$ cat config.mk
export PLATFORM = sky130hd
export DESIGN_NAME = fmac_stats
export DESIGN_NICKNAME = d
export VERILOG_FILES = /design/src/verilog/fmac_pkg.sv /design/src/verilog/fmac_stats.sv
export VERILOG_INCLUDE_DIRS = /design/src /design/src/verilog
export SDC_FILE = /design/constraint.sdc
export NUM_CORES = 1
export LEC_CHECK = 0
export ABC_AREA = 0
export BUFFER_PORTS_ARGS = -buffer_cell sky130_fd_sc_hd__buf_4
export CAP_MARGIN = 20
export CORE_MARGIN = 4
export CORE_UTILIZATION = 55
export CTS_CLUSTER_SIZE = 8
export DETAILED_ROUTE_END_ITERATION = 10
export PLACE_DENSITY = 0.82
export SYNTH_ARGS = -nofsm -noshare
export SYNTH_HDL_FRONTEND = slang
export SYNTH_SLANG_ARGS = --single-unit
$ cat constraint.sdc
create_clock -name usr_clk -period 4.5 [get_ports usr_clk]
set_input_delay 0.9 -clock usr_clk [delete_from_list [all_inputs] [get_ports usr_clk]]
set_output_delay 0.9 -clock usr_clk [all_outputs]
set_load 0.01 [all_outputs]
$ cat src/verilog/fmac_config.svh
/* fmac configuration
   beat widths, FIFO depths, packet limit and XGMII control codes */
`ifndef FMAC_CONFIG_SVH
`define FMAC_CONFIG_SVH

// ============================================================
// data path widths
// ============================================================
`define FMAC_DATA_W         64      // bits per XGMII beat
`define FMAC_CTRL_W         8       // one control bit per byte lane

// ============================================================
// buffering and packet limits
// ============================================================
`define FMAC_TX_DEPTH       64      // transmit FIFO words
`define FMAC_RX_DEPTH       64      // receive FIFO words
`define FMAC_MAX_PKT_WORDS  16      // longest packet, in beats
`define FMAC_STAT_W         32      // statistics counter width

// ============================================================
// XGMII control codes and preamble bytes
// ============================================================
`define FMAC_XGMII_IDLE     8'h07   // idle, fills inter-packet gap
`define FMAC_XGMII_START    8'hFB   // start, always lane 0 here
`define FMAC_XGMII_TERM     8'hFD   // terminate, lane 0 after last data beat
`define FMAC_XGMII_PRE      8'h55   // preamble byte
`define FMAC_XGMII_SFD      8'hD5   // start of frame delimiter

`endif

$ cat src/verilog/fmac_pkg.sv
/* fmac shared types
   XGMII beat, FIFO word, statistics events, counter select and FSM states */
`include "fmac_config.svh"

package fmac_pkg;

	// ============================================================
	// bus structs
	// ============================================================
	typedef struct packed {
		logic [`FMAC_DATA_W-1:0] d;     // lane 0 in bits 7:0
		logic [`FMAC_CTRL_W-1:0] c;     // 1 = control lane
	} xgmii_t;

	typedef struct packed {
		logic [`FMAC_DATA_W-1:0] data;  // one 8-byte beat
		logic                    start; // first word of packet, rx only
		logic                    last;  // final word of packet
	} pkt_word_t;

	typedef struct packed {
		logic tx_pkt;                   // terminate beat sent
		logic tx_beat;                  // data beat sent
		logic rx_pkt;                   // accepted packet completed
		logic rx_beat;                  // accepted beat written
		logic rx_filt_drop;             // address filter reject
		logic rx_ovr_drop;              // no room for max packet
	} stat_evt_t;

	// ============================================================
	// enums
	// ============================================================
	typedef enum logic [2:0] {
		STAT_TX_PKT,
		STAT_TX_BYTE,
		STAT_RX_PKT,
		STAT_RX_BYTE,
		STAT_RX_FILT_DROP,
		STAT_RX_OVR_DROP
	} stat_sel_e;

	typedef enum logic [1:0] {TX_IDLE, TX_START, TX_DATA, TX_TERM} tx_state_e;
	typedef enum logic [1:0] {RX_IDLE, RX_FIRST, RX_ACCEPT, RX_DISCARD} rx_state_e;

	// fixed framing beats
	localparam xgmii_t XGMII_IDLE_BEAT = '{
		d: {8{`FMAC_XGMII_IDLE}},
		c: {`FMAC_CTRL_W{1'b1}}
	};
	localparam xgmii_t XGMII_START_BEAT = '{
		d: {`FMAC_XGMII_SFD, {6{`FMAC_XGMII_PRE}}, `FMAC_XGMII_START},
		c: `FMAC_CTRL_W'(1)                 // only lane 0 is control
	};
	localparam xgmii_t XGMII_TERM_BEAT = '{
		d: {{7{`FMAC_XGMII_IDLE}}, `FMAC_XGMII_TERM},
		c: {`FMAC_CTRL_W{1'b1}}
	};

endpackage

$ cat src/verilog/fmac_stats.sv
/* statistics counters
   packet, byte and drop counts with common clear and registered read */
`include "fmac_config.svh"

module fmac_stats (
	input  logic                     usr_clk,
	input  logic                     usr_rst_,
	input  fmac_pkg::stat_evt_t      evt,
	input  logic                     stat_clr,
	input  fmac_pkg::stat_sel_e      stat_addr,
	output logic [`FMAC_STAT_W-1:0]  stat_dout
);
	import fmac_pkg::*;

	localparam int STAT_NUM = 6;

	logic [`FMAC_STAT_W-1:0]  cnt  [STAT_NUM];  // indexed by stat_sel_e
	logic [3:0]               step [STAT_NUM];  // amount added this cycle

	always_comb
	begin
		step[STAT_TX_PKT]       = {3'd0, evt.tx_pkt};
		step[STAT_TX_BYTE]      = evt.tx_beat ? 4'd8 : 4'd0;    // 8 bytes per beat
		step[STAT_RX_PKT]       = {3'd0, evt.rx_pkt};
		step[STAT_RX_BYTE]      = evt.rx_beat ? 4'd8 : 4'd0;
		step[STAT_RX_FILT_DROP] = {3'd0, evt.rx_filt_drop};
		step[STAT_RX_OVR_DROP]  = {3'd0, evt.rx_ovr_drop};
	end

	// ============================================================
	// counters, wrap on overflow
	// ============================================================
	always_ff @(posedge usr_clk)
	begin
		if (!usr_rst_ || stat_clr)
		begin
			for (int i = 0; i < STAT_NUM; i++)
				cnt[i] <= '0;               // events this cycle are lost
		end
		else
		begin
			for (int i = 0; i < STAT_NUM; i++)
				cnt[i] <= cnt[i] + `FMAC_STAT_W'(step[i]);
		end
	end

	// read mux, one cycle behind stat_addr
	always_ff @(posedge usr_clk)
	begin
		if (!usr_rst_)
			stat_dout <= '0;
		else if (stat_addr < STAT_NUM)
			stat_dout <= cnt[stat_addr];
		else
			stat_dout <= '0;                // unused codes read zero
	end

endmodule

* Word level (Yosys, flattened, before mapping)
Memories as Yosys holds them, arrays and structs flattened. A register that Yosys moved wholly into a read port is not among the register bits.
Cells that the tools add are included.
W data, S select, Z words.
** Word-level totals
- Bits in registers :: 0
- Memory bits (writable) :: 192
- Bits of input ports :: 12
- Logic and storage cells :: 29
- Memories kept :: 1
** Operators by class
- Add/sub/neg operators :: 6
- Order comparisons :: 1
- Multiplexer cells :: 11
- Bitwise logic cells :: 6
- Reductions and logical operators :: 4
** Memories
- cnt :: depth 6, width 32, read ports 7, clocked after Yosys merged registers in 1, write ports 6, RTL line fmac_stats.sv:17 : logic [`FMAC_STAT_W-1:0] cnt [STAT_NUM];
** Operators by type and width (number)
- $mux W32 :: 6
- $add A32 B1 Y32 :: 4
- $add A32 B4 Y32 :: 2
- $mux W4 :: 2
- $or A1 B1 Y1 :: 6
- $lt A3 B3 Y1 const B :: 1
- $mux W1 :: 3
- $logic_not A1 Y1 :: 2
- $reduce_and A2 Y1 :: 1
- $logic_or A1 B1 Y1 :: 1

* Logic depth before layout (Yosys ltp)
- Depth in word-level cells :: 5
- Mapped depth :: 8
- Depth with buffers taken out :: 6

* Least setup slack after synthesis
OpenSTA, ideal clock, no wires.
- Path type :: input to register
- From :: input port evt[2] in the netlist's numbering
- To :: memory cnt[3][31] in the netlist's numbering
- Arrival :: 2.618 ns
- Data required time :: 4.430 ns
- Slack :: 1.812 ns
- Cell stages on the path :: 8
- Path buffers :: 2
- Cells stage by stage :: ha_1 ha_1 clkbuf_1 nand3_1 or2_2 clkbuf_1 or4_1 a21oi_1
** RTL lines
- start: declaration :: RTL line fmac_stats.sv:8 : input fmac_pkg::stat_evt_t evt,
- end: declaration :: RTL line fmac_stats.sv:17

==> key figures <==
Run status
  • Outcome: finished clean

Floorplanning
  • IO Count: 44
  • Die footprint: 0.0225 mm^2
  • Die width: 150 um
  • Die H: around 150 um
  • Initial core utilization: roughly 56%
  • Core footprint: roughly 0.020 mm^2
  • Std-Cell Rows: 51

Pwr
  • Worst vdd ir: roughly 0.0003 V
  • Int Pwr: about 3.2 mW
  • Comb power frac: about 3.3%
  • Reg power frac: 48.2%
  • NetSw: between 0.8 and 0.9 mW
  • Clock power share: between 40% and 50%
  • Switching part of the total: 21.3%
  • P per Cell Area: roughly 330 mW/mm^2
  • LEAKAGE: around 3.8 nW

Synthesis
  • Yosys top cell by area: dfxtp_1
  • Register area share after synthesis: 39.3%
  • Ranking of synthesized cells by area: dfxtp_1 39%, mux4_2 5.3%, a21oi_1 4.5%
  • Syn Nets: 1273
  • Synth top cells by count: 218 x dfxtp_1, 100 x a21oi_1, 83 x nand2_1, 83 x nor2_1
  • Library cells used by synthesis: 40
  • Synthesized area: roughly 0.011 mm^2
  • Synth Warn #: 0
  • Synth async-reset ratio: 0%
  • Syn Area/Cell: 8.91 um^2
  • Seq cells post-synth: approximately 220
  • Post-synth EDFFs: 0
  • Synth top area share: 39.3%
  • Synth Flop Type: dfxtp_1
  • Cells after synthesis: approximately 1200
  • Most common cell in the synthesized netlist: dfxtp_1

Detailed routing
  • Metal3 WL: 2.23 mm
  • Via-per-instance ratio: between 6 and 7
  • Total detailed-routing wirelength: 28.6 mm
  • First DRT Iteration DRCs: 763
  • First-pass DRT Iterations: 5
  • DRC Markers: 0
  • Total number of vias: between 9000 and 10000
  • M1 wire length: around 12 mm
  • WL met2: ~13 mm
  • Detailed-route wire length per cell: between 15 and 20 um
  • Max Used Layer: met4
  • Routed Antenna Nets: 0

Critical path
  • CP delay by family, top: simple AND/OR/NAND/NOR gates
  • Crit path max fanout: 17
  • CP peak stage delay: around 800 ps
  • RR Startpoint: cnt[4][8]$_SDFF_PP0_
  • Worst Path Arrival: 3040 ps
  • R2r worst-path depth: 4
  • Req. time, crit path: around 4900 ps
  • Reg-to-Reg End: cnt[4][29]$_SDFF_PP0_
  • Critical Path Slowest Stage Cell: or4_1
  • Crit path capture type: flip-flop
  • Crit Path Class: in -> reg
  • Worst Setup Start Kind: input port
  • Crit path launch: evt[3]
  • Reg2reg setup slack: roughly 1900 ps
  • Crit-path cells: buf_4 > ha_1 > ha_1 > inv_1 > or4_1 > or4_1 > a21oi_1
  • WP buf/inv: 2

STA
  • Clk_skew: between 9 and 10 ps
  • Worst slew margin: between 30% and 40%
  • Fin crit period: approximately 2600 ps
  • Pins Over Slew Limit: 0
  • Worst slew pin tran: approximately 1000 ps
  • RSZ-0062 raised after global routing: false
  • Final Hold Fails: 0
  • FMAX: 385 MHz
  • Final setup TNS: 0 ps
  • Period utilization: 57.8%
  • Final setup viols: 0

Global route
  • First-pass GRT wire length: between 40 and 50 mm
  • Congestion Overflow GR: 0
  • Number of global-route vias before repair: 8994
  • Largest net degree at the start of global routing: 87
  • Tot GR Track Use: between 20 and 30%
  • Initial antenna violation count: 0

Final layout
  • Final core utilization: between 60 and 70%
  • Layout Cells excl Fill: between 1500 and 2000
  • Layout area overhead: 10.4%
  • # diodes: 0
  • Final #Nets: 1268
  • Register area: around 0.0044 mm^2
  • Area of the multi-input gates: 0.00630 mm^2
  • Share of cells above drive strength 1: 10.7%
  • FILL cells: between 1500 and 2000

Clock network
  • Worst-path clk slew: 50 ps
  • Hold_buf cts: 0
  • CTS Buf Count: 31
  • CTS tree: built
  • Setup Buffers After CTS: 0
  • Worst-Skew Late Latency: roughly 530 ps
  • Sink Count: roughly 220
  • Clock buffer depth: 3
  • CTS root buffer: clkbuf_16
  • CTS H-tree depth: 1
  • CTS resizes: 0

Placed design
  • IO Port Bufs: 43
  • HPWL Detailed: roughly 20 mm
  • Placer Congestion: between 0.8 and 0.9
  • Inst Count DP: about 1500

Worst hold path
  • Min-delay src: cnt[1][31]$_SDFF_PP0_
  • Hold Path Sink: cnt[1][31]$_SDFF_PP0_
  • Hold/Removal Path Class: reg -> reg
  • Hold path depth: 2

Job
  • Maxcap violations: 0
## cell type report
| type | count | share of cell area, % |
|---|---|---|
| clock buffers | 31 | 6.33 |
| clock inverters | 1 | 0.0715 |
| inverters | 29 | 0.888 |
| multi-input cells | 916 | 51.4 |
| flip-flops and latches | 218 | 35.6 |
| well taps | 265 | 2.71 |
| repair buffers | 45 | 2.96 |
## power by group through the flow
stage | Clock [mW] | Combinational, mW | Sequential, mW
floorplan | 0 | 0.0895 | 1.99
global placement | 0 | 0.130 | 1.99
detailed placement | 0 | 0.132 | 1.99
CTS | 1.99 | 0.132 | 1.95
global route | 2.08 | 0.145 | 1.95
finish | 1.96 | 0.134 | 1.95
## per-layer routing
layer / global-route usage, % / vias to the layer above
met3: 4.60 / 61
met4: 8.10 / 0
li1: - / 4665
met1: 34.8 / 4653
met5: 0 / -
met2: 41.1 / 364
## per-stage QoR
step	worst slack, ps	power [mW]	hold WS, ps	area (um^2)
floorplan	1810	2.08	442	11100
global placement	1440	2.12	453	11400
detailed placement	1400	2.12	467	11400
CTS	1940	4.07	472	12200
global route	1730	4.18	509	12300
finish	1900	4.04	475	12300
## logic make-up after synthesis
| kind of cell | synth area share [%] |
|---|---|
| flops | 39.3 |
| buf+inv | 4.06 |
| mux | 10.7 |
| fa+ha+maj | 1.69 |
| simple gates | 26.6 |
| compound gates | 12.8 |
| xor+xnor | 4.89 |
## layout by cell type, fill, tap and decap left out, types with 12 or more instances in the layout
master     instances
xnor2_1           35
xor2_1            27
or3_1             38
buf_4             43
mux4_2            26
o31ai_1           62
dfxtp_1          218
o21ai_0           44
a211oi_1          12
nor2_1            83
a21oi_1          100
ha_1              15
or4_1             66
nand2b_1          18
and2_1            29
and3_1            12
nand4_1           50
and4_1            28
clkbuf_16         31
mux2_2            16
nand3_1           66
nor4_1            24
mux2i_1           42
inv_1             29
nand2_1           83
## sequential cells by signal (all words and copies together) (netlist names)
register   flops
cnt          186
stat_dout     32
## worst max path at each step
| stage | to | slack (ps) | cells past startpoint |
|---|---|---|---|
| 2_1_floorplan | cnt[3][31]$_SDFF_PP0_ | 1810 | 8 |
| 3_3_place_gp | cnt[2][26]$_SDFF_PP0_ | 1440 | 7 |
| 3_5_place_dp | cnt[2][26]$_SDFF_PP0_ | 1400 | 7 |
| 4_1_cts | cnt[2][24]$_SDFF_PP0_ | 1940 | 7 |
| 5_1_grt | cnt[4][31]$_SDFF_PP0_ | 1730 | 4 |
| 6_report | cnt[2][26]$_SDFF_PP0_ | 1900 | 7 |
## worst reg2reg max path, stage by stage (launching register included)
cell     delay [ps]
dfxtp_1         420
and4_1          320
nand4_1         800
or4_1           810
a21oi_1         160
(Power assumes the default switching activity.)
