===== src/verilog/fmac_config.svh =====
/* fmac configuration
   beat widths, FIFO depths, packet limit and XGMII control codes */
`ifndef FMAC_CONFIG_SVH
`define FMAC_CONFIG_SVH

// ============================================================
// data path widths
// ============================================================
`define FMAC_DATA_W         64      // bits per XGMII beat
`define FMAC_CTRL_W         8       // one control bit per byte lane

// ============================================================
// buffering and packet limits
// ============================================================
`define FMAC_TX_DEPTH       64      // transmit FIFO words
`define FMAC_RX_DEPTH       64      // receive FIFO words
`define FMAC_MAX_PKT_WORDS  16      // longest packet, in beats
`define FMAC_STAT_W         32      // statistics counter width

// ============================================================
// XGMII control codes and preamble bytes
// ============================================================
`define FMAC_XGMII_IDLE     8'h07   // idle, fills inter-packet gap
`define FMAC_XGMII_START    8'hFB   // start, always lane 0 here
`define FMAC_XGMII_TERM     8'hFD   // terminate, lane 0 after last data beat
`define FMAC_XGMII_PRE      8'h55   // preamble byte
`define FMAC_XGMII_SFD      8'hD5   // start of frame delimiter

`endif


===== src/verilog/fmac_pkg.sv =====
/* fmac shared types
   XGMII beat, FIFO word, statistics events, counter select and FSM states */
`include "fmac_config.svh"

package fmac_pkg;

	// ============================================================
	// bus structs
	// ============================================================
	typedef struct packed {
		logic [`FMAC_DATA_W-1:0] d;     // lane 0 in bits 7:0
		logic [`FMAC_CTRL_W-1:0] c;     // 1 = control lane
	} xgmii_t;

	typedef struct packed {
		logic [`FMAC_DATA_W-1:0] data;  // one 8-byte beat
		logic                    start; // first word of packet, rx only
		logic                    last;  // final word of packet
	} pkt_word_t;

	typedef struct packed {
		logic tx_pkt;                   // terminate beat sent
		logic tx_beat;                  // data beat sent
		logic rx_pkt;                   // accepted packet completed
		logic rx_beat;                  // accepted beat written
		logic rx_filt_drop;             // address filter reject
		logic rx_ovr_drop;              // no room for max packet
	} stat_evt_t;

	// ============================================================
	// enums
	// ============================================================
	typedef enum logic [2:0] {
		STAT_TX_PKT,
		STAT_TX_BYTE,
		STAT_RX_PKT,
		STAT_RX_BYTE,
		STAT_RX_FILT_DROP,
		STAT_RX_OVR_DROP
	} stat_sel_e;

	typedef enum logic [1:0] {TX_IDLE, TX_START, TX_DATA, TX_TERM} tx_state_e;
	typedef enum logic [1:0] {RX_IDLE, RX_FIRST, RX_ACCEPT, RX_DISCARD} rx_state_e;

	// fixed framing beats
	localparam xgmii_t XGMII_IDLE_BEAT = '{
		d: {8{`FMAC_XGMII_IDLE}},
		c: {`FMAC_CTRL_W{1'b1}}
	};
	localparam xgmii_t XGMII_START_BEAT = '{
		d: {`FMAC_XGMII_SFD, {6{`FMAC_XGMII_PRE}}, `FMAC_XGMII_START},
		c: `FMAC_CTRL_W'(1)                 // only lane 0 is control
	};
	localparam xgmii_t XGMII_TERM_BEAT = '{
		d: {{7{`FMAC_XGMII_IDLE}}, `FMAC_XGMII_TERM},
		c: {`FMAC_CTRL_W{1'b1}}
	};

endpackage


===== src/verilog/fmac_fifo.sv =====
/* packet word FIFO
   single clock, first-word-fall-through, with occupancy count */
module fmac_fifo #(
	parameter int DEPTH = 64
) (
	input  logic                         usr_clk,
	input  logic                         usr_rst_,
	input  logic                         wr,
	input  fmac_pkg::pkt_word_t          din,
	input  logic                         rd,
	output fmac_pkg::pkt_word_t          dout,
	output logic                         empty,
	output logic                         full,
	output logic [$clog2(DEPTH+1)-1:0]   count
);
	import fmac_pkg::*;

	localparam int AW = $clog2(DEPTH);

	pkt_word_t      mem [DEPTH];            // storage
	logic [AW-1:0]  wr_ptr;
	logic [AW-1:0]  rd_ptr;
	logic           do_wr;
	logic           do_rd;

	assign do_wr = wr && !full;             // write while full dropped
	assign do_rd = rd && !empty;            // read while empty ignored
	assign empty = (count == '0);
	assign full  = (count == DEPTH);
	assign dout  = mem[rd_ptr];             // head word always presented

	always_ff @(posedge usr_clk)
	begin
		if (do_wr)
			mem[wr_ptr] <= din;
	end

	// ============================================================
	// pointers and occupancy
	// ============================================================
	always_ff @(posedge usr_clk)
	begin
		if (!usr_rst_)
		begin
			wr_ptr <= '0;
			rd_ptr <= '0;
			count  <= '0;
		end
		else
		begin
			if (do_wr)
				wr_ptr <= (wr_ptr == AW'(DEPTH-1)) ? '0 : wr_ptr + 1'b1;
			if (do_rd)
				rd_ptr <= (rd_ptr == AW'(DEPTH-1)) ? '0 : rd_ptr + 1'b1;
			case ({do_wr, do_rd})
			2'b10:   count <= count + 1'b1;
			2'b01:   count <= count - 1'b1;
			default: count <= count;        // idle or push+pop
			endcase
		end
	end

endmodule


===== config.mk =====
export PLATFORM = sky130hd
export DESIGN_NAME = fmac_fifo
export DESIGN_NICKNAME = d
export VERILOG_FILES = /design/src/verilog/fmac_pkg.sv /design/src/verilog/fmac_fifo.sv
export VERILOG_INCLUDE_DIRS = /design/src /design/src/verilog
export SDC_FILE = /design/constraint.sdc
export NUM_CORES = 2
export LEC_CHECK = 0
export CORE_MARGIN = 2
export CORE_UTILIZATION = 25
export DETAILED_ROUTE_END_ITERATION = 7
export DONT_BUFFER_PORTS = 1
export PLACE_DENSITY = 0.44
export SETUP_SLACK_MARGIN = 0.02
export SYNTH_ARGS = -nofsm -noshare
export SYNTH_HDL_FRONTEND = slang
export SYNTH_MEMORY_MAX_BITS = 65536
export SYNTH_SLANG_ARGS = --single-unit

===== constraint.sdc =====
create_clock -name usr_clk -period 5.35 [get_ports usr_clk]
set_input_delay 0.535 -clock usr_clk [delete_from_list [all_inputs] [get_ports usr_clk]]
set_output_delay 0.535 -clock usr_clk [all_outputs]
set_load 0.05 [all_outputs]

; Word level (Yosys, flattened, before mapping)
; Memories as Yosys holds them, arrays and structs flattened. A register that Yosys moved wholly into a read port is not among the register bits.
; Cells that the tools add are included.
[word_totals]
mem_count = 1
out_inout_bits = 75
input_bits = 70
ramBits = 4224
elab_cells = 26
register_bits = 19
latch_bits = 0
rom_bits = 0
[memory_table]
columns = memory, words, word_bits, rd, rd_clocked_by_memory_dff, wr, line
row1 = mem, 64, 66, 1, 1, 1, fmac_fifo.sv:20  ; pkt_word_t mem [DEPTH];
[op_classes]
shifts = 0
n_mul = 0
mux = 7
n_bitwise = 0
div = 0
order_cmp = 0
add_sub_neg = 4
eq_ne = 5
reduce_logical = 6
[op_table]
columns = cell, n
row1 = 2-to-1 mux 6 bit, 4
row2 = one-hot mux 7 bit (2 select lines), 1
row3 = "adder 6 x 1 -> 6 bit, second input constant", 2
row4 = "== test 6 bit, second input constant", 2
row5 = "adder 7 x 1 -> 7 bit, second input constant", 1
row6 = "== test 7 bit, second input constant", 1
row7 = zero test 7 bit, 1
row8 = "subtractor 7 x 1 -> 7 bit, second input constant", 1
row9 = "== test 2 x 1 -> 1 bit, second input constant", 1
row10 = "== test 2 bit, second input constant", 1
row11 = logical AND 1 bit, 2
row12 = zero test 1 bit, 2
row13 = 2-to-1 mux 1 bit, 2
row14 = nonzero test 2 bit, 1

; Depth between registers and ports, before layout
[depth]
word_depth = 5
ltp_mapped = 13
ltp_nobuf = 11

; Worst setup path before layout
; Ideal clock, no wire load.
[synth_timing]
path_kind = register -> register
from = reg count[1]
to = mem mem[59][0] (netlist bit), enable pin
synth_period_minus_slack_ns = 5.175
setup_slack_ns = 0.175
path_stages_with_launch = 8
t_arrival_ns = 4.684
setup_time_ns = 0.491
required_time_ns = 4.859
path_cell_list = dfxtp_1 > buf_2 > nor3_1 > a31oi_1 > inv_1 > nor2_1 > nand3_1 > nor2_1
[synth_via]
elab_chain_cells = 5
[synth_lines]
columns = item, line
row1 = from (decl), fmac_fifo.sv:14  ; output logic [$clog2(DEPTH+1)-1:0] count
row2 = from (signal assigned), fmac_fifo.sv:56  ; 2'b10: count <= count + 1'b1;
row3 = from (signal assigned), fmac_fifo.sv:57  ; 2'b01: count <= count - 1'b1;
row4 = from (signal assigned), fmac_fifo.sv:58  ; default: count <= count;
row5 = == test 7 bit, fmac_fifo.sv:29  ; assign full = (count == DEPTH);
row6 = zero test 1 bit, fmac_fifo.sv:26  ; assign do_wr = wr && !full;
row7 = logical AND 1 bit, fmac_fifo.sv:26
row8 = 2-to-1 mux 1 bit, fmac_fifo.sv:34  ; if (do_wr)
row9 = 2-to-1 mux 1 bit (implied by the code), fmac_fifo.sv:35  ; mem[wr_ptr] <= din;
row10 = to (decl), fmac_fifo.sv:20
; Every way passes these cells.

==> impl_metrics.py <==
metrics = {
    "placed_design": {
        "hpwl_um": 306000,
        "placed_area_um2": 176000,
        "preCtsSetupSlack_ps": 1120,
        "port_buffers": 0,
        "dp_cells": 15600,
        "place_congestion": 0.762,
    },
    "clock_network": {
        "cts_root_buffer": "sky130_fd_sc_hd__clkbuf_16",
        "clkLatencyLatePin_ps": 1040,
        "numCtsBuffers": 443,
        "cts.sinks": 4249,
        "clk_transition_reported_paths_ps": 60,
        "cts_h_tree_depth": 5,
        "clock_tree.buffer_depth": 4,
        "cts_tree": "yes",
    },
    "critical_path": {
        "worstSetupPathType": "reg2out",
        "worst-endpoint-required_ps": 4820,
        "cp_max_fo": 87,
        "worst_path_dominant_cell_family": "buffers and inverters",
        "path_cells": "buf_12 -> mux4_2 -> o221ai_1 -> o22ai_1 -> and3_1 -> buf_4",
        "end_kind": "primary output",
        "worst_path_max_delay_cell": "sky130_fd_sc_hd__dfxtp_4",
        "reg2reg_depth": 7,
        "critPathMaxStageDelay_ps": 680,
        "critical_register_to_register_path_startpoint": "count[0]",
        "worst-endpoint-arrival_ps": 4450,
        "crit-reg2reg-capture": "mem[52][0]",
        "critPathBufInv": 2,
        "r2r_setup_slack_ps": 1270,
        "startpoint_type": "register",
    },
    "final_layout": {
        "layout.cell_area.non_filler_um2": 192000,
        "layoutNonFillerInstCount": 16500,
        "num-nets-final": 7633,
        "layout-drive-gt1-share_pct": 28.6,
        "flow.area_growth_from_synthesis_pct": 19.7,
        "mostFrequentLayoutCell": "sky130_fd_sc_hd__edfxtp_1",
        "fillCellCount": 61800,
        "finalCoreUtilization_pct": 30.0,
        "layout.cells.most_common_list": "sky130_fd_sc_hd__edfxtp_1, sky130_fd_sc_hd__mux4_2, sky130_fd_sc_hd__clkbuf_16, sky130_fd_sc_hd__buf_4, sky130_fd_sc_hd__buf_12",
    },
    "floorplan": {
        "ios": 145,
        "initial_core_util_pct": 25.1,
        "core-area_um2": 641000,
        "die_area_um2": 649000,
        "die_width_um": 806,
        "floorplan.rows": 294,
        "die_height_um": 806,
    },
    "logic_synthesis": {
        "yosysWarningCount": 0,
        "synth.top_cell.area_share_pct": 78.9,
        "postSynthCellCount": 6947,
        "synth-edff-count": 4224,
        "synth-async-reset-ratio_pct": 0,
        "synth.cell_area_um2": 161000,
        "yosys.cell_types.count": 51,
        "synthesis.area_per_instance_um2": 23.1,
        "number_of_synthesized_register_bits": 4249,
        "synthDominantAreaCellType": "sky130_fd_sc_hd__edfxtp_1",
        "syn-num-nets": 7022,
        "synth_top_cells_by_area": "sky130_fd_sc_hd__edfxtp_1, sky130_fd_sc_hd__mux4_2, sky130_fd_sc_hd__o221ai_1, sky130_fd_sc_hd__a22oi_1, sky130_fd_sc_hd__nand4_1",
        "synth_sequential_area_ratio_pct": 79.2,
        "synthFlopType": "sky130_fd_sc_hd__edfxtp_1",
    },
    "drt": {
        "detail_route.wirelength.met1_um": 229000,
        "routed-via-count": 80200,
        "drt-total-wl_um": 534000,
        "maxUsedRoutingLayer": "met5",
        "drt_iter0_markers": 9147,
        "routed-wl-met3_um": 31500,
        "drt_drc_violations_left": 0,
        "met2WireLength_um": 261000,
        "wl_per_cell_um": 32.3,
        "antenna_left": 0,
        "routed_via_density": 4.85,
        "1st_pass_router_iterations": 5,
    },
    "sta": {
        "fin_ws_ps": 370,
        "layout_min_cycle_time_ps": 4980,
        "worst_slew_pin_slew_ps": 1220,
        "holdWs_ps": 162,
        "fmax_mhz": 201,
        "finalHoldViolations": 0,
        "clock_skew_ps": 65.3,
        "slew_viol_final": 0,
        "maxSlewHeadroom_pct": 18.6,
        "finalSetupViolCount": 0,
        "layout_worst_path_cycle_share_pct": 93.1,
        "grt_setup_unrepaired": "no",
        "total_negative_setup_slack_ps": 0,
    },
    "worst_hold_path": {
        "hold_class": "in2reg",
        "hold_path.startpoint": "usr_rst_",
        "worstHoldPathCells": 2,
        "worst_hold_path.endpoint": "wr_ptr[2]",
    },
    "global_route": {
        "grt_util_all_layers_pct": 16.0,
        "maximum_number_of_pins_on_one_net_before_global_route_repair": 96,
        "antenna_found_initial": 49,
        "globalRoute.totalOverflow": 0,
        "first_global_vias": 82100,
        "grt_pass1_wl_um": 722000,
    },
    "pwr": {
        "power_per_cell_area_nw_per_um2": 405,
        "leakage_nw": 56.5,
        "total_power_mw": 78.0,
        "ir_drop_mv": 0.352,
    },
    "outcome": {
        "run_status": "completed",
    },
    "flow_run": {
        "maxCapViolCount": 0,
    },
}
worst max path at each step:
stage | startpoint | end | slack, ps | cells past startpoint
finish | register | dout[53] | 370 | 6
global route | register | dout[6] | 190 | 8
CTS | register | dout[54] | 80 | 6
detailed placement | register | dout[21] | 1120 | 6
global placement | register | dout[21] | 1100 | 6
floorplan | count[1] | mem[59][0] | 180 | 7
sequential cells by signal, indices dropped and copies added, names as in the netlist, named ones only:
signal	cells
wr_ptr	6
count	7
mem	4224
rd_ptr	6
timing repair:
action                                  4_1_cts  5_1_grt
hold buffers                                134        0
gates resized for setup                       1        0
hold endpoints to repair                   4234        0
buffers inserted                              1        0
endpoints found under the setup margin        2        0
synth_stat cells, types with 8 or more instances:
cell type and instances:
sky130_fd_sc_hd__nand3_1 139, sky130_fd_sc_hd__nor2b_1 73, sky130_fd_sc_hd__o21ai_0 9, sky130_fd_sc_hd__clkbuf_1 161
sky130_fd_sc_hd__xor2_1 8, sky130_fd_sc_hd__nor2_1 86, sky130_fd_sc_hd__o221ai_1 129, sky130_fd_sc_hd__mux2i_1 9
sky130_fd_sc_hd__buf_6 21, sky130_fd_sc_hd__a22oi_1 133, sky130_fd_sc_hd__buf_1 47, sky130_fd_sc_hd__a211oi_1 60
sky130_fd_sc_hd__buf_2 149, sky130_fd_sc_hd__nand2_1 161, sky130_fd_sc_hd__and3_1 68, sky130_fd_sc_hd__o22ai_1 129
sky130_fd_sc_hd__dfxtp_1 25, sky130_fd_sc_hd__a21oi_1 12, sky130_fd_sc_hd__nand2b_1 13, sky130_fd_sc_hd__buf_4 34
sky130_fd_sc_hd__or3_1 8, sky130_fd_sc_hd__edfxtp_1 4224, sky130_fd_sc_hd__nand4_1 136, sky130_fd_sc_hd__mux4_2 1056
power breakdown:
group | total [mW] | internal [mW] | switching, mW
sequential | 37.0 | 36.8 | 0.192
combinational | 11.1 | 4.90 | 6.23
clock | 29.9 | 16.6 | 13.3
final cells by class:
cell class              count  area, um^2  area share [%]
multi-input cells        2279       32000            16.6
flip-flops and latches   4249      127000            66.2
diodes                     16        40.0          0.0208
well taps                8584       10700            5.58
clock inverters           271        2460            1.28
clock buffers             544       11500            5.97
inverters                   6        22.5          0.0117
repair buffers            579        8380            4.35
metal layers:
metal,up-vias,global-route usage (%)
li1,31300,-
met1,45400,22.2
met2,2946,27.0
met3,577,2.24
met4,16,3.32
met5,-,0
cell families (layout without fill, tap and decap cells):
logic type,count (synthesis),in the layout,synth area share [%]
muxes,1065,1065,14.9
DFF,4249,4249,79.2
other,0,16,0
and+or+nand+nor,700,700,2.24
xor gates and xnor gates,10,10,0.0545
AOI/OAI and AO/OA,499,499,2.33
adders and majority gates,5,5,0.0389
buffers and inverters,419,1400,1.27
(Power assumes the default switching activity.)
