File: src/verilog/fmac_config.svh
/* fmac configuration
   beat widths, FIFO depths, packet limit and XGMII control codes */
`ifndef FMAC_CONFIG_SVH
`define FMAC_CONFIG_SVH

// ============================================================
// data path widths
// ============================================================
`define FMAC_DATA_W         64      // bits per XGMII beat
`define FMAC_CTRL_W         8       // one control bit per byte lane

// ============================================================
// buffering and packet limits
// ============================================================
`define FMAC_TX_DEPTH       64      // transmit FIFO words
`define FMAC_RX_DEPTH       64      // receive FIFO words
`define FMAC_MAX_PKT_WORDS  16      // longest packet, in beats
`define FMAC_STAT_W         32      // statistics counter width

// ============================================================
// XGMII control codes and preamble bytes
// ============================================================
`define FMAC_XGMII_IDLE     8'h07   // idle, fills inter-packet gap
`define FMAC_XGMII_START    8'hFB   // start, always lane 0 here
`define FMAC_XGMII_TERM     8'hFD   // terminate, lane 0 after last data beat
`define FMAC_XGMII_PRE      8'h55   // preamble byte
`define FMAC_XGMII_SFD      8'hD5   // start of frame delimiter

`endif

File: src/verilog/fmac_pkg.sv
/* fmac shared types
   XGMII beat, FIFO word, statistics events, counter select and FSM states */
`include "fmac_config.svh"

package fmac_pkg;

	// ============================================================
	// bus structs
	// ============================================================
	typedef struct packed {
		logic [`FMAC_DATA_W-1:0] d;     // lane 0 in bits 7:0
		logic [`FMAC_CTRL_W-1:0] c;     // 1 = control lane
	} xgmii_t;

	typedef struct packed {
		logic [`FMAC_DATA_W-1:0] data;  // one 8-byte beat
		logic                    start; // first word of packet, rx only
		logic                    last;  // final word of packet
	} pkt_word_t;

	typedef struct packed {
		logic tx_pkt;                   // terminate beat sent
		logic tx_beat;                  // data beat sent
		logic rx_pkt;                   // accepted packet completed
		logic rx_beat;                  // accepted beat written
		logic rx_filt_drop;             // address filter reject
		logic rx_ovr_drop;              // no room for max packet
	} stat_evt_t;

	// ============================================================
	// enums
	// ============================================================
	typedef enum logic [2:0] {
		STAT_TX_PKT,
		STAT_TX_BYTE,
		STAT_RX_PKT,
		STAT_RX_BYTE,
		STAT_RX_FILT_DROP,
		STAT_RX_OVR_DROP
	} stat_sel_e;

	typedef enum logic [1:0] {TX_IDLE, TX_START, TX_DATA, TX_TERM} tx_state_e;
	typedef enum logic [1:0] {RX_IDLE, RX_FIRST, RX_ACCEPT, RX_DISCARD} rx_state_e;

	// fixed framing beats
	localparam xgmii_t XGMII_IDLE_BEAT = '{
		d: {8{`FMAC_XGMII_IDLE}},
		c: {`FMAC_CTRL_W{1'b1}}
	};
	localparam xgmii_t XGMII_START_BEAT = '{
		d: {`FMAC_XGMII_SFD, {6{`FMAC_XGMII_PRE}}, `FMAC_XGMII_START},
		c: `FMAC_CTRL_W'(1)                 // only lane 0 is control
	};
	localparam xgmii_t XGMII_TERM_BEAT = '{
		d: {{7{`FMAC_XGMII_IDLE}}, `FMAC_XGMII_TERM},
		c: {`FMAC_CTRL_W{1'b1}}
	};

endpackage

File: src/verilog/fmac_fifo.sv
/* packet word FIFO
   single clock, first-word-fall-through, with occupancy count */
module fmac_fifo #(
	parameter int DEPTH = 64
) (
	input  logic                         usr_clk,
	input  logic                         usr_rst_,
	input  logic                         wr,
	input  fmac_pkg::pkt_word_t          din,
	input  logic                         rd,
	output fmac_pkg::pkt_word_t          dout,
	output logic                         empty,
	output logic                         full,
	output logic [$clog2(DEPTH+1)-1:0]   count
);
	import fmac_pkg::*;

	localparam int AW = $clog2(DEPTH);

	pkt_word_t      mem [DEPTH];            // storage
	logic [AW-1:0]  wr_ptr;
	logic [AW-1:0]  rd_ptr;
	logic           do_wr;
	logic           do_rd;

	assign do_wr = wr && !full;             // write while full dropped
	assign do_rd = rd && !empty;            // read while empty ignored
	assign empty = (count == '0);
	assign full  = (count == DEPTH);
	assign dout  = mem[rd_ptr];             // head word always presented

	always_ff @(posedge usr_clk)
	begin
		if (do_wr)
			mem[wr_ptr] <= din;
	end

	// ============================================================
	// pointers and occupancy
	// ============================================================
	always_ff @(posedge usr_clk)
	begin
		if (!usr_rst_)
		begin
			wr_ptr <= '0;
			rd_ptr <= '0;
			count  <= '0;
		end
		else
		begin
			if (do_wr)
				wr_ptr <= (wr_ptr == AW'(DEPTH-1)) ? '0 : wr_ptr + 1'b1;
			if (do_rd)
				rd_ptr <= (rd_ptr == AW'(DEPTH-1)) ? '0 : rd_ptr + 1'b1;
			case ({do_wr, do_rd})
			2'b10:   count <= count + 1'b1;
			2'b01:   count <= count - 1'b1;
			default: count <= count;        // idle or push+pop
			endcase
		end
	end

endmodule

File: src/verilog/tx_xgmii_encap.sv
/* transmit encapsulator
   buffers whole packets and frames them as start, data and terminate beats */
`include "fmac_config.svh"

module tx_xgmii_encap (
	input  logic                usr_clk,
	input  logic                usr_rst_,
	input  logic                tx_wr,
	input  fmac_pkg::pkt_word_t tx_din,
	output logic                tx_full,
	output fmac_pkg::xgmii_t    xgmii_tx,
	output fmac_pkg::stat_evt_t tx_evt
);
	import fmac_pkg::*;

	localparam int CNT_W = $clog2(`FMAC_TX_DEPTH + 1);

	pkt_word_t          q_dout;             // head of tx FIFO
	logic               q_empty;
	logic               q_pop;
	logic               pkt_in;             // last word accepted into FIFO
	logic               pkt_out;            // last word popped
	logic [CNT_W-1:0]   pkt_cnt;            // complete packets buffered
	tx_state_e          state;

	fmac_fifo #(.DEPTH(`FMAC_TX_DEPTH)) tx_fifo (
		.usr_clk  (usr_clk),
		.usr_rst_ (usr_rst_),
		.wr       (tx_wr),
		.din      (tx_din),                 // start flag unused on tx
		.rd       (q_pop),
		.dout     (q_dout),
		.empty    (q_empty),
		.full     (tx_full),
		.count    ()
	);

	assign q_pop   = (state == TX_DATA) && !q_empty;
	assign pkt_in  = tx_wr && !tx_full && tx_din.last;
	assign pkt_out = q_pop && q_dout.last;

	always_ff @(posedge usr_clk)
	begin
		if (!usr_rst_)
			pkt_cnt <= '0;
		else if (pkt_in && !pkt_out)
			pkt_cnt <= pkt_cnt + 1'b1;
		else if (pkt_out && !pkt_in)
			pkt_cnt <= pkt_cnt - 1'b1;
	end

	// ============================================================
	// framing FSM with beat registered onto xgmii_tx
	// ============================================================
	always_ff @(posedge usr_clk)
	begin
		if (!usr_rst_)
		begin
			state    <= TX_IDLE;
			xgmii_tx <= XGMII_IDLE_BEAT;
			tx_evt   <= '0;
		end
		else
		begin
			tx_evt <= '0;                   // single cycle pulses
			case (state)
			TX_IDLE:
			begin
				xgmii_tx <= XGMII_IDLE_BEAT;    // also the gap after terminate
				if (pkt_cnt != '0)
					state <= TX_START;
			end
			TX_START:
			begin
				xgmii_tx <= XGMII_START_BEAT;
				state    <= TX_DATA;
			end
			TX_DATA:
			begin
				xgmii_tx       <= '{d: q_dout.data, c: '0};   // whole packet is buffered
				tx_evt.tx_beat <= 1'b1;
				if (q_dout.last)
					state <= TX_TERM;
			end
			TX_TERM:
			begin
				xgmii_tx      <= XGMII_TERM_BEAT;
				tx_evt.tx_pkt <= 1'b1;
				state         <= TX_IDLE;
			end
			default: state <= TX_IDLE;
			endcase
		end
	end

endmodule
File: config.mk
export PLATFORM = sky130hd
export DESIGN_NAME = tx_xgmii_encap
export DESIGN_NICKNAME = d
export VERILOG_FILES = /design/src/verilog/fmac_pkg.sv /design/src/verilog/fmac_fifo.sv /design/src/verilog/tx_xgmii_encap.sv
export VERILOG_INCLUDE_DIRS = /design/src /design/src/verilog
export SDC_FILE = /design/constraint.sdc
export NUM_CORES = 2
export LEC_CHECK = 0
export BUFFER_PORTS_ARGS = -buffer_cell sky130_fd_sc_hd__buf_2
export CELL_PAD_IN_SITES_DETAIL_PLACEMENT = 1
export CELL_PAD_IN_SITES_GLOBAL_PLACEMENT = 1
export CORE_ASPECT_RATIO = 1.75
export CORE_MARGIN = 1
export CORE_UTILIZATION = 40
export DETAILED_ROUTE_END_ITERATION = 6
export MAX_ROUTING_LAYER = met4
export PLACE_DENSITY_LB_ADDON = 0.05
export SLEW_MARGIN = 20
export SYNTH_ARGS = -nofsm -noshare
export SYNTH_HDL_FRONTEND = slang
export SYNTH_MEMORY_MAX_BITS = 65536
export SYNTH_SLANG_ARGS = --single-unit
File: constraint.sdc
create_clock -name usr_clk -period 5.1 [get_ports usr_clk]
set_clock_uncertainty 0.15 [all_clocks]
set_input_delay 0.255 -clock usr_clk [delete_from_list [all_inputs] [get_ports usr_clk]]
set_output_delay 0.255 -clock usr_clk [all_outputs]
set_load 0.02 [all_outputs]
# [Word-level counts from Yosys, hierarchy flattened]
# Memories as Yosys holds them, arrays and structs flattened. A register that Yosys moved wholly into a read port is not among the register bits.
# Index checks and enable logic that the tools add are counted.
[totals] reg_bits=106 mem_bits_rw=4224 output_inout_bits=79 n_memories=1
[classes] addsub=6 eq_ne=10 n_mux=15 reduce_logical=17
[mem_list] memory="tx_fifo.mem" words=64 width=66 read_ports=1 rd_ports_with_merged_regs=1 wr=1 line="fmac_fifo.sv:20" text="pkt_word_t mem [DEPTH];"
[ops] operator="$pmux W72 S4" count=1
[ops] operator="$mux W6" count=4
[ops] operator="$add A7 B1 Y7 const B" count=2
[ops] operator="$mux W7" count=2
[ops] operator="$pmux W7 S2" count=1
[ops] operator="$sub A7 B1 Y7 const B" count=2
[ops] operator="$add A6 B1 Y6 const B" count=2
[ops] operator="$eq A6 B6 Y1 const B" count=2
[ops] operator="$pmux W2 S4" count=1
[ops] operator="$eq A7 B7 Y1 const B" count=1
[ops] operator="$logic_and A1 B1 Y1" count=7
[ops] operator="$logic_not A7 Y1" count=1
[ops] operator="$reduce_bool A7 Y1" count=1
[ops] operator="$eq A2 B2 Y1 const B" count=3
[ops] operator="$eq A2 B1 Y1 const B" count=2
[ops] operator="$logic_not A1 Y1" count=4
[ops] operator="$mux W1" count=4
[ops] operator="$mux W2" count=2
[ops] operator="$ne A2 B2 Y1 const B" count=2
[ops] operator="$reduce_bool A2 Y1" count=2
[ops] operator="$logic_not A2 Y1" count=1
[ops] operator="$reduce_and A2 Y1" count=1

# [Depth between registers and ports, before layout]
[depth] word_depth=8 depth_mapped=19 depth_no_buf=15

# [Cells and area by module]
# Synthesis repeated with hierarchy kept, for this count alone.
[hier_totals] cells_unflattened=7057 area_unflattened_um2=163047.6
[by_module_without_submodules] module="fmac_fifo" n_inst=1 cells_each=6781 area_each_um2=160248.7
[by_module_without_submodules] module="tx_xgmii_encap" n_inst=1 cells_each=276 area_each_um2=2798.9

# [Worst setup path after synthesis]
# No wires, ideal clock.
[synth_timing] path_kind="register to register" startpoint="reg tx_fifo.count[0]" endpoint="mem tx_fifo.mem[59][0] (netlist bit), enable pin" setup_ns=0.489 t_arrival_ns=4.267 required_time_ns=4.461 path_slack_ns=0.195 stages_incl_launch_ff=7 path_buffers=0 period_less_slack_ns=4.905 path_cell_list="dfxtp_1 > nor2_1 > a41oi_1 > inv_1 > nor2_1 > nand3_1 > nor2_1"
[synth_via] elab_chain_cells=5
[synth_rtl] element="start: declaration" line="fmac_fifo.sv:14" text="output logic [$clog2(DEPTH+1)-1:0] count"
[synth_rtl] element="start signal: assignment" line="fmac_fifo.sv:56" text="2'b10: count <= count + 1'b1;"
[synth_rtl] element="start signal: assignment" line="fmac_fifo.sv:57" text="2'b01: count <= count - 1'b1;"
[synth_rtl] element="start signal: assignment" line="fmac_fifo.sv:58" text="default: count <= count;"
[synth_rtl] element="$eq A7 B7 Y1" line="fmac_fifo.sv:29" text="assign full = (count == DEPTH);"
[synth_rtl] element="$logic_not A1 Y1" line="fmac_fifo.sv:26" text="assign do_wr = wr && !full;"
[synth_rtl] element="$logic_and A1 B1 Y1" line="fmac_fifo.sv:26"
[synth_rtl] element="$mux W1" line="fmac_fifo.sv:34" text="if (do_wr)"
[synth_rtl] element="$mux W1 (not written as such)" line="fmac_fifo.sv:35" text="mem[wr_ptr] <= din;"
[synth_rtl] element="end: declaration" line="fmac_fifo.sv:20"
# No other way between the ends.

==> flow_metrics.env <==
export IMPL_outcome="finished clean"
export IMPL_fill_cells=35325
export IMPL_powerDensity_nw_per_um2=406.5
export IMPL_dp_cells=11809
export IMPL_ir_drop_v=0.0003469
export IMPL_dr_pass1_iters=7
export IMPL_clockRootBuffer="clkbuf_16"
export IMPL_antenna_found_initial=42
export IMPL_utilization_pct=45.92
export IMPL_drtIter0Drc=6917
export IMPL_fin_crit_ns=4.664
export IMPL_hpwl_mm=265.5
export IMPL_synthFlopType="edfxtp_1"
export IMPL_drc=0
export IMPL_clock_sinks=4262
export IMPL_min_period_over_period_pct=91.45
export IMPL_drv_cap=0
export IMPL_totalWireLength_mm=495.2
export IMPL_hold_start="tx_din[4]"
export IMPL_fin_cells=12625
export IMPL_syn_to_final_growth_pct=14.37
export IMPL_die_h_um=841.9
export IMPL_hold_path_end="tx_fifo.mem[45][4]"
export IMPL_hold_path_class="input port to flip-flop"
export IMPL_wire_per_inst_um=39.22
export IMPL_rrSetupSlack_ns=0.44
export IMPL_p_leak_nw=55.04
export IMPL_pin_count=148
export IMPL_tightest_slew_ns=1.198
export IMPL_synth_area_top_cells="edfxtp_1 (77%), mux4_2 (18%), dfxtp_1 (1.3%)"
export IMPL_drive_gt1_share_pct=31.66
export IMPL_yosysTopAreaCellShare_pct=77.47
export IMPL_synthDistinctLibCells=52
export IMPL_reg2reg_depth=16
export IMPL_grtUsageTotal_pct=25.25
export IMPL_crit_path_start_kind="flip-flop"
export IMPL_end_kind="flip-flop"
export IMPL_synth_area_leader_cell="edfxtp_1"
export IMPL_slew_headroom_pct=20.04
export IMPL_core_area_sq_um=401600
export IMPL_rows=308
export IMPL_clockBufferDepth=4
export IMPL_fmax_ghz=0.2144
export IMPL_crit_type="flip-flop to flip-flop"
export IMPL_finalHoldViolCount=0
export IMPL_rr_endpoint="pkt_cnt[6]"
export IMPL_grt_pass1_vias=79354
export IMPL_rsz0062_at_grt="false"
export IMPL_synth_area_sq_um=161200
export IMPL_grt_overflow_total=0
export IMPL_holdPathStages=2
export IMPL_routed_via_density=5.854
export IMPL_crit_path_max_fanout=23
export IMPL_async_flop_share_pct=0
export IMPL_synth_edf_count=4160
export IMPL_ys_seq_elements=4262
export IMPL_met3RoutedLength_mm=20.10
export IMPL_maxSlewViolCount=0
export IMPL_seq_area_frac_synth_pct=78.74
export IMPL_highest_layer="met4"
export IMPL_nets=7109
export IMPL_yosys_warnings=0
export IMPL_critical_path_required_ns=5.79
export IMPL_worstPathArrival_ns=5.36
export IMPL_holdWs_ns=0.1472
export IMPL_dieArea_sq_um=405700
export IMPL_grt_pass1_wl_mm=677.2
export IMPL_ctsResizeCount=0
export IMPL_setup_viol=0
export IMPL_gp_congestion=0.7513
export IMPL_synth_cells=6493
export IMPL_route_met2_wl_mm=275.1
export IMPL_initial_utilization_pct=40.15
export IMPL_cts_tree="yes"
export IMPL_clkLatencyLatePin_ns=0.95
export IMPL_cts_made_buffers=403
export IMPL_htree_levels=5
export IMPL_wl_met1_mm=186.5
export IMPL_numPortBuffers=142
export IMPL_clk_pin_slew_ns=0.07
export IMPL_syn_area_per_cell_sq_um=24.83
export IMPL_finalSetupTns_ns=0
export IMPL_die_x_um=481.9
export IMPL_vias=73905
export IMPL_grt_max_degree=114
export IMPL_ant_nets=0
-- cells in the final DEF (no fill, tap or decap), drive strengths merged, types with 10 or more instances in the layout --
cell type / synthesis / routed
edfxtp: 4160 / 4160
mux4: 1270 / 1270
clkbuf: 141 / 512
buf: 204 / 395
clkinv: 0 / 148
nor2: 103 / 103
dfxtp: 102 / 102
mux2i: 93 / 93
nand2: 87 / 87
dlygate4sd3: 0 / 68
bufinv: 0 / 40
o211ai: 38 / 38
o22ai: 33 / 33
inv: 18 / 33
o21ai: 27 / 27
a22oi: 24 / 24
a32oi: 20 / 20
ha: 19 / 19
and2: 17 / 17
clkinvlp: 0 / 17
nand3: 15 / 15
a21oi: 13 / 13
xnor2: 13 / 13
nor3: 12 / 12
mux2: 10 / 10
-- repair_timing --
item / 4_1_cts / 5_1_grt
endpoints found under the hold margin: 4183 / 0
hold buffers: 68 / 0
setup buffers: 0 / 0
setup endpoints to repair: 0 / 0
-- power by group --
group | internal [mW] | leakage (nW) | switching (mW)
clock network | 17.0 | 6.32 | 13.3
registers | 38.7 | 38.3 | 0.248
logic | 2.67 | 10.5 | 3.09
-- cells by family after synthesis --
logic type / count (synthesis) / synth area share (%)
flip-flops: 4262 / 78.74
multiplexers: 1373 / 18.39
buffers and inverters: 363 / 1.066
AND/OR/NAND/NOR: 270 / 0.7380
AO/OA/AOI/OAI: 185 / 0.7962
adder cells (fa/ha/maj): 21 / 0.1723
XOR/XNOR: 18 / 0.09777
other: 1 / 0.002326
-- final cells by class --
cell class / instances / area (sq um) / area share (%)
Tap cell: 5270 / 6594 / 3.576
Multi-Input combinational cell: 1871 / 33090 / 17.94
Timing Repair Buffer: 463 / 4692 / 2.544
Clock inverter: 220 / 2161 / 1.172
Inverter: 18 / 75.07 / 0.04071
Clock buffer: 512 / 10790 / 5.853
Antenna cell: 9 / 22.52 / 0.01221
Sequential cell: 4262 / 127000 / 68.86
-- registers in the layout (all words and copies together) (netlist names), named ones only --
signal and cells:
tx_fifo.wr_ptr 6, state 2, pkt_cnt 7, tx_fifo.mem 4160, tx_evt 2, tx_fifo.rd_ptr 6
tx_fifo.count 7, xgmii_tx 66
-- how the worst max path moves through the flow --
stage                     startpoint            endpoint  slack, ns  cells after the start
floorplan           tx_fifo.count[0]  tx_fifo.mem[59][0]       0.19                      6
global placement           flip-flop          pkt_cnt[6]       0.01                     15
detailed placement         flip-flop          pkt_cnt[6]       0.36                     16
CTS                        flip-flop          pkt_cnt[6]       0.32                     16
global route               flip-flop          pkt_cnt[6]       0.11                     16
finish                     flip-flop          pkt_cnt[6]       0.44                     16
-- critical path: stages, from the launching register on --
cell and delay [ns]:
dfxtp_4 0.64, mux4_2 0.57, and2_1 0.18, o41ai_1 0.34, nor2_1 0.14, o211ai_1 0.30
ha_1 0.26, inv_1 0.09, buf_4 0.16, fa_1 0.40, a21o_1 0.18, a21oi_1 0.25
o21bai_1 0.11, a21oi_1 0.20, xnor2_1 0.10, or3_1 0.31, a21boi_0 0.19
-- synth_stat cells, drive strengths merged, types with 18 or more instances --
library cell,number
a22oi,24
a32oi,20
buf,204
clkbuf,141
dfxtp,102
edfxtp,4160
ha,19
inv,18
mux2i,93
mux4,1270
nand2,87
nor2,103
o211ai,38
o21ai,27
o22ai,33
-- layer usage --
metal	up-vias	GRT usage, %
li1	29200	-
met1	42027	29.89
met2	2020	45.49
met3	658	2.771
met4	0	6.517
met5	-	-
-- stage by stage --
step	power (mW)	instance area (sq um)	setup slack, ns
final	74.96	184400	0.4359
after global routing	77.26	184400	0.1132
after CTS	75.91	184200	0.3157
after detailed placement	45.57	170500	0.3622
after global placement	45.50	170400	0.01175
after floorplan	43.49	161300	0.1947
Note: power is estimated with default switching activity, not from simulation.
